[src/storeBufPkg.sv]
`default_nettype none

package storeBufPkg;

  // Store and load address width
  localparam int addrWidth = 8;

  // Store data width
  localparam int dataWidth = 16;

  // Idle cycles on the memory port after each accepted write
  localparam int gapCycles = 2;

  // Wide enough to hold gapCycles
  localparam int gapCountWidth = 2;

  // One pending store, address in the upper bits
  typedef struct packed {
    logic [addrWidth-1:0] addr;
    logic [dataWidth-1:0] data;
  } storeEntry;

endpackage

`default_nettype wire

[src/storeFifo4.sv]
`default_nettype none

module storeFifo4 #(
  parameter type payloadType = logic [31:0]
) (
  input  logic       clk,
  input  logic       reset,
  input  logic       push,
  input  logic       pop,
  input  payloadType inData,
  output payloadType outData,
  output logic       full,
  output logic       empty,
  output payloadType entry0,
  output payloadType entry1,
  output payloadType entry2,
  output payloadType entry3,
  output logic [3:0] entryValid,
  output logic [1:0] nextRdPtr
);

  logic [1:0] wrPtr;
  logic [1:0] rdPtr;
  logic [1:0] nextWrPtr;
  logic       nextEmpty;
  logic       nextFull;
  logic [3:0] nextValid;
  payloadType mem [4];

  // Pointers advance by one per push or pop
  assign nextWrPtr = push ? wrPtr + 2'd1 : wrPtr;
  assign nextRdPtr = pop ? rdPtr + 2'd1 : rdPtr;

  always_ff @(posedge clk) begin
    if (reset) begin
      wrPtr <= 2'd0;
      rdPtr <= 2'd0;
    end else begin
      wrPtr <= nextWrPtr;
      rdPtr <= nextRdPtr;
    end
  end

  // Equal pointers mean empty or full, the last operation decides which
  always_comb begin
    if ((nextWrPtr == nextRdPtr) && pop && !push)
      nextEmpty = 1'b1;
    else if (nextWrPtr != nextRdPtr)
      nextEmpty = 1'b0;
    else
      nextEmpty = empty;

    if ((nextWrPtr == nextRdPtr) && push && !pop)
      nextFull = 1'b1;
    else if (nextWrPtr != nextRdPtr)
      nextFull = 1'b0;
    else
      nextFull = full;
  end

  always_ff @(posedge clk) begin
    if (reset) begin
      empty <= 1'b1;
      full  <= 1'b0;
    end else begin
      empty <= nextEmpty;
      full  <= nextFull;
    end
  end

  always_ff @(posedge clk) begin
    if (push)
      mem[wrPtr] <= inData;
  end

  assign entry0 = mem[0];
  assign entry1 = mem[1];
  assign entry2 = mem[2];
  assign entry3 = mem[3];

  // Head of queue
  always_comb begin
    case (rdPtr)
      2'd0: outData = entry0;
      2'd1: outData = entry1;
      2'd2: outData = entry2;
      default: outData = entry3;
    endcase
  end

  // Per-entry valid bits
  always_comb begin
    nextValid = entryValid;
    if (push)
      nextValid[wrPtr] = 1'b1;
    if (pop)
      nextValid[rdPtr] = 1'b0;
  end

  always_ff @(posedge clk) begin
    if (reset)
      entryValid <= 4'b0000;
    else
      entryValid <= nextValid;
  end

endmodule

`default_nettype wire

[src/gapTimer.sv]
`default_nettype none

module gapTimer (
  input  logic clk,
  input  logic reset,
  input  logic start,
  output logic done
);

  logic [storeBufPkg::gapCountWidth-1:0] count;

  // Count holds the idle cycles still to come after the current one,
  // so the last gap cycle already sees done
  always_ff @(posedge clk) begin
    if (reset)
      count <= '0;
    else if (start)
      count <= storeBufPkg::gapCountWidth'(storeBufPkg::gapCycles - 1);
    else if (count != '0)
      count <= count - 1'b1;
  end

  assign done = (count == '0);

endmodule

`default_nettype wire

[src/drainCtrl.sv]
`default_nettype none

module drainCtrl (
  input  logic                              clk,
  input  logic                              reset,
  input  logic                              empty,
  input  storeBufPkg::storeEntry            headEntry,
  input  logic                              memReady,
  input  logic                              timerDone,
  output logic                              memValid,
  output logic [storeBufPkg::addrWidth-1:0] memAddr,
  output logic [storeBufPkg::dataWidth-1:0] memData,
  output logic                              pop,
  output logic                              timerStart
);

  typedef enum logic {
    Idle,
    Gap
  } drainState;

  drainState state;
  drainState nextState;

  // Head entry goes straight to the port, queue holds it until popped
  assign memValid = (state == Idle) && !empty;
  assign memAddr  = headEntry.addr;
  assign memData  = headEntry.data;

  assign pop        = memValid && memReady;
  assign timerStart = pop;

  always_comb begin
    nextState = state;
    case (state)
      Idle: begin
        if (pop)
          nextState = Gap;
      end
      Gap: begin
        if (timerDone)
          nextState = Idle;
      end
      default: nextState = Idle;
    endcase
  end

  always_ff @(posedge clk) begin
    if (reset)
      state <= Idle;
    else
      state <= nextState;
  end

endmodule

`default_nettype wire

[src/hazardCheck.sv]
`default_nettype none

module hazardCheck (
  input  logic [storeBufPkg::addrWidth-1:0] loadAddr,
  input  storeBufPkg::storeEntry            entry0,
  input  storeBufPkg::storeEntry            entry1,
  input  storeBufPkg::storeEntry            entry2,
  input  storeBufPkg::storeEntry            entry3,
  input  logic [3:0]                        entryValid,
  output logic                              loadReady
);

  storeBufPkg::storeEntry entries [4];
  logic [3:0]             addrMatch;

  assign entries[0] = entry0;
  assign entries[1] = entry1;
  assign entries[2] = entry2;
  assign entries[3] = entry3;

  // Only valid entries count as pending
  always_comb begin
    for (int i = 0; i < 4; i++) begin
      addrMatch[i] = entryValid[i] && (entries[i].addr == loadAddr);
    end
  end

  assign loadReady = ~|addrMatch;

endmodule

`default_nettype wire

[src/storeBuffer.sv]
`default_nettype none

module storeBuffer (
  input  logic                              clk,
  input  logic                              reset,
  input  logic                              storeValid,
  input  logic [storeBufPkg::addrWidth-1:0] storeAddr,
  input  logic [storeBufPkg::dataWidth-1:0] storeData,
  output logic                              storeReady,
  output logic                              memValid,
  output logic [storeBufPkg::addrWidth-1:0] memAddr,
  output logic [storeBufPkg::dataWidth-1:0] memData,
  input  logic                              memReady,
  input  logic                              loadValid,
  input  logic [storeBufPkg::addrWidth-1:0] loadAddr,
  output logic                              loadReady
);

  storeBufPkg::storeEntry inEntry;
  storeBufPkg::storeEntry headEntry;
  storeBufPkg::storeEntry entry0;
  storeBufPkg::storeEntry entry1;
  storeBufPkg::storeEntry entry2;
  storeBufPkg::storeEntry entry3;
  logic [3:0]             entryValid;
  logic                   push;
  logic                   pop;
  logic                   full;
  logic                   empty;
  logic                   timerStart;
  logic                   timerDone;

  assign inEntry    = '{addr: storeAddr, data: storeData};
  assign storeReady = ~full;
  assign push       = storeValid && storeReady;

  // Next read pointer has no user here
  storeFifo4 #(
    .payloadType(storeBufPkg::storeEntry)
  ) fifo0 (
    .clk       (clk),
    .reset     (reset),
    .push      (push),
    .pop       (pop),
    .inData    (inEntry),
    .outData   (headEntry),
    .full      (full),
    .empty     (empty),
    .entry0    (entry0),
    .entry1    (entry1),
    .entry2    (entry2),
    .entry3    (entry3),
    .entryValid(entryValid),
    .nextRdPtr ()
  );

  drainCtrl drain0 (
    .clk       (clk),
    .reset     (reset),
    .empty     (empty),
    .headEntry (headEntry),
    .memReady  (memReady),
    .timerDone (timerDone),
    .memValid  (memValid),
    .memAddr   (memAddr),
    .memData   (memData),
    .pop       (pop),
    .timerStart(timerStart)
  );

  gapTimer timer0 (
    .clk  (clk),
    .reset(reset),
    .start(timerStart),
    .done (timerDone)
  );

  // Loads are checked against entries already queued, not the incoming store
  hazardCheck hazard0 (
    .loadAddr  (loadAddr),
    .entry0    (entry0),
    .entry1    (entry1),
    .entry2    (entry2),
    .entry3    (entry3),
    .entryValid(entryValid),
    .loadReady (loadReady)
  );

endmodule

`default_nettype wire

[config.mk]
export PLATFORM = sky130hd
export DESIGN_NAME = storeBuffer
export DESIGN_NICKNAME = d
export VERILOG_FILES = /design/src/storeBufPkg.sv /design/src/storeFifo4.sv /design/src/gapTimer.sv /design/src/drainCtrl.sv /design/src/hazardCheck.sv /design/src/storeBuffer.sv
export SDC_FILE = /design/constraint.sdc
export NUM_CORES = 1
export LEC_CHECK = 0
export BUFFER_PORTS_ARGS = -buffer_cell sky130_fd_sc_hd__clkbuf_2
export CORE_MARGIN = 2
export CORE_UTILIZATION = 46
export DETAILED_ROUTE_END_ITERATION = 12
export GPL_ROUTABILITY_DRIVEN = 1
export PLACE_DENSITY = 0.66
export SLEW_MARGIN = 10
export SYNTH_ARGS = -nofsm -noshare
export SYNTH_HDL_FRONTEND = slang
export SYNTH_HIERARCHICAL = 1
export SYNTH_SLANG_ARGS = --single-unit
[constraint.sdc]
create_clock -name clk -period 6.27 [get_ports clk]
set_clock_uncertainty 0.2 [all_clocks]
set_input_delay 1.254 -clock clk [delete_from_list [all_inputs] [get_ports clk]]
set_output_delay 1.254 -clock clk [all_outputs]
set_load 0.01 [all_outputs]
==> summary.log <==
qor: synth.synth_warnings 6
qor: global_route.globalRouteTotalUtil 0.166
qor: die.core_region_area 0.0102 mm2
qor: critical_path.timing.setup.critical_path_class in2out
qor: pwr.irDropWorstVdd 0.000164 V
qor: critical_path.standard_cell_with_the_maximum_stage_delay_on_the_critical_path nor4_1
qor: critical_path.list_of_cells_traversed_by_the_critical_path clkbuf_2, xor2_1, nor4_1, nand3_1, nor4_1, nor3_1, clkbuf_2
qor: global_route.grt_first_pass_wirelength 13900 um
qor: placement.finalWeightedCongestion 0.745
qor: pwr.power_frac_comb 0.268
qor: global_route.maximum_number_of_pins_on_one_net_before_global_route_repair 26
qor: die.fp.dieH 106 um
qor: route.drt-initial-drc-count 203
qor: die.pin_count 64
qor: pwr.switching_share 0.313
qor: route.avgRoutedWirePerCell 17.6 um
qor: critical_path.crit_path_start_kind input pin
qor: sta.final_period_minus_worst_setup_slack 3950 ps
qor: pwr.switching_power 0.560 mW
qor: synth.postSynthCellCount 322
qor: status.result_of_the_run completed
qor: clock_tree.clock_tree_from_tritoncts done
qor: sta.final.setup.tns 0 ps
qor: route.route.detailed.vias_per_inst 5.15
qor: die.dieArea 0.0112 mm2
qor: synth.synth.net_count 369
qor: global_route.grt_pass1_vias 2657
qor: clock_tree.worst_setup_hold_path_clk_slew 90 ps
qor: route.remaining_design_rule_violation_count 0
qor: critical_path.crit_path_max_fanout 4
qor: cells_and_area.synthToLayoutAreaGrowth 9.19%
qor: cells_and_area.finish.net_count 409
qor: clock_tree.postCtsHoldBufs 0
qor: pwr.power_leakage 1.91 nW
qor: placement.placement.io_buffers 62
qor: sta.timing_worst_slew_pin_value 1060 ps
qor: hold_path.hold-path-cell-count 1
qor: cells_and_area.design_area 0.00523 mm2
qor: sta.worst_relative_slew_slack 0.290
qor: global_route.overflow 0
qor: clock_tree.clock_latency 360 ps
qor: critical_path.arrival 2500 ps
qor: pwr.cell_internal_pwr 1.23 mW
qor: clock_tree.cell_at_the_root_of_the_clock_tree clkbuf_8
qor: cells_and_area.post_route_cells_drive_above_1_share 0.251
qor: clock_tree.cts_setup_buffers 0
qor: sta.setup_viol 0
qor: placement.dpl-instance-area 0.00506 mm2
qor: synth.syn-mean-instance-area 14.9 um2
qor: sta.unrepaired_setup_endpoints_after_global_routing no
qor: critical_path.ff2ff_setup_slack 4000 ps
qor: route.route.antenna.remaining_nets 0
qor: cells_and_area.antenna_cells 0
qor: clock_tree.clockBufferDepth 2
qor: critical_path.worst_ep_required_time 4820 ps
qor: critical_path.timing.rr.start fifo0/empty$_SDFFE_PP1P_
qor: critical_path.setup.worst_path.end_class output pin
qor: die.initial_core_util 0.468
qor: die.die_w 106 um
qor: critical_path.r2r_end fifo0/empty$_SDFFE_PP1P_
qor: route.detail_route.first_pass.iterations 6
qor: clock_tree.post_cts_resized 0
qor: critical_path.worstRegToRegCells 4
qor: pwr.pwr_density_cell 342 mW/mm2
qor: hold_path.hp-start fifo0/entryValid[2]$_SDFF_PP0_
qor: hold_path.hp-class reg2reg
qor: placement.place.detailed.hpwl 5400 um
qor: route.routed-via-count 2584
qor: hold_path.worst_hold_path.endpoint fifo0/entryValid[2]$_SDFF_PP0_
qor: sta.layout_worst_path_cycle_share 0.630
qor: sta.slew_violations 0
qor: critical_path.worst_path_largest_cell_delay 380 ps
qor: flow_run.number_of_max_cap_violations 0
qor: clock_tree.clock_tree.htree_level_count 3
qor: sta.final_hold_viol_count 0
qor: clock_tree.cts_buffers 9
qor: die.rows 37
qor: pwr.sequential_fraction_of_design_power 0.521
qor: pwr.pwr-share-clk 0.211
qor: global_route.initial_antenna_violation_count 0
qor: synth.cell_area_after_technology_mapping 0.00479 mm2
qor: clock_tree.clock_sink_count 109
qor: sta.maxClockFrequency 0.253 GHz
qor: route.routed_wirelength 8830 um
flip-flops by register name, indices dropped and copies added (netlist names):
name	cells
drain0/state	1
fifo0/entryValid	4
fifo0/full	1
fifo0/rdPtr	2
fifo0/empty	1
fifo0/mem	96
fifo0/wrPtr	2
timer0/count	2
cell type report:
cell class              count  area (um2)
clock inverters             6        47.5
repair buffers             69         363
well taps                 136         170
multi-input cells         138        1250
clock buffers               9         124
fillers                   866        5000
inverters                  35         131
flip-flops and latches    109        3140
per-layer routing:
metal,track usage,part of all wire,vias to the layer above
met1,0.209,0.44,1261
met3,0.0429,0.056,9
met4,0.0536,0.014,0
met5,0,0,-
li1,-,-,1245
met2,0.280,0.49,69
through the flow:
step / util / setup slack, ps / hold slack [ps] / power, mW / std cells
final: 0.511 / 2320 / 281 / 1.79 / 502
after global routing: 0.511 / 2170 / 290 / 1.89 / 502
after CTS: 0.511 / 2280 / 280 / 1.81 / 502
after detailed placement: 0.495 / 2280 / 257 / 1.44 / 487
after global placement: 0.495 / 2280 / 248 / 1.43 / 487
after floorplan: - / 2760 / 240 / 1.35 / 322
worst max path at each step:
stage | end | from | depth (start not counted)
after floorplan | loadReady | loadAddr[5] | 5
after global placement | loadReady | loadAddr[5] | 7
after detailed placement | loadReady | loadAddr[5] | 7
after CTS | loadReady | loadAddr[5] | 7
after global routing | loadReady | loadAddr[5] | 7
final | loadReady | loadAddr[5] | 7
power by group through the flow:
| stage | Sequential (mW) | Clock, mW | Combinational, mW |
|---|---|---|---|
| floorplan | 0.942 | 0 | 0.410 |
| global placement | 0.946 | 0 | 0.481 |
| detailed placement | 0.950 | 0 | 0.490 |
| CTS | 0.934 | 0.387 | 0.492 |
| global route | 0.943 | 0.418 | 0.533 |
| finish | 0.933 | 0.378 | 0.480 |
worst max-delay path, delay by kind of cell:
kind | cells | cell delay (ps)
xor gates and xnor gates | 1 | 170
and+or+nand+nor | 4 | 790
buffers and inverters | 2 | 270
cell usage in the layout (no fill, tap or decap), types with 4 or more instances in the layout:
cell and instances:
o21a_1 4, clkbuf_2 62, nor4_1 6, a21oi_1 7, buf_4 7, and2_1 5
ha_1 9, clkbuf_8 9, inv_1 35, clkinvlp_4 4, xor2_1 30, edfxtp_1 96
dfxtp_1 13, a222oi_1 24, mux2i_1 25, xnor2_1 6, nor2_1 4
No activity file was read; power rests on OpenSTA's default activity.
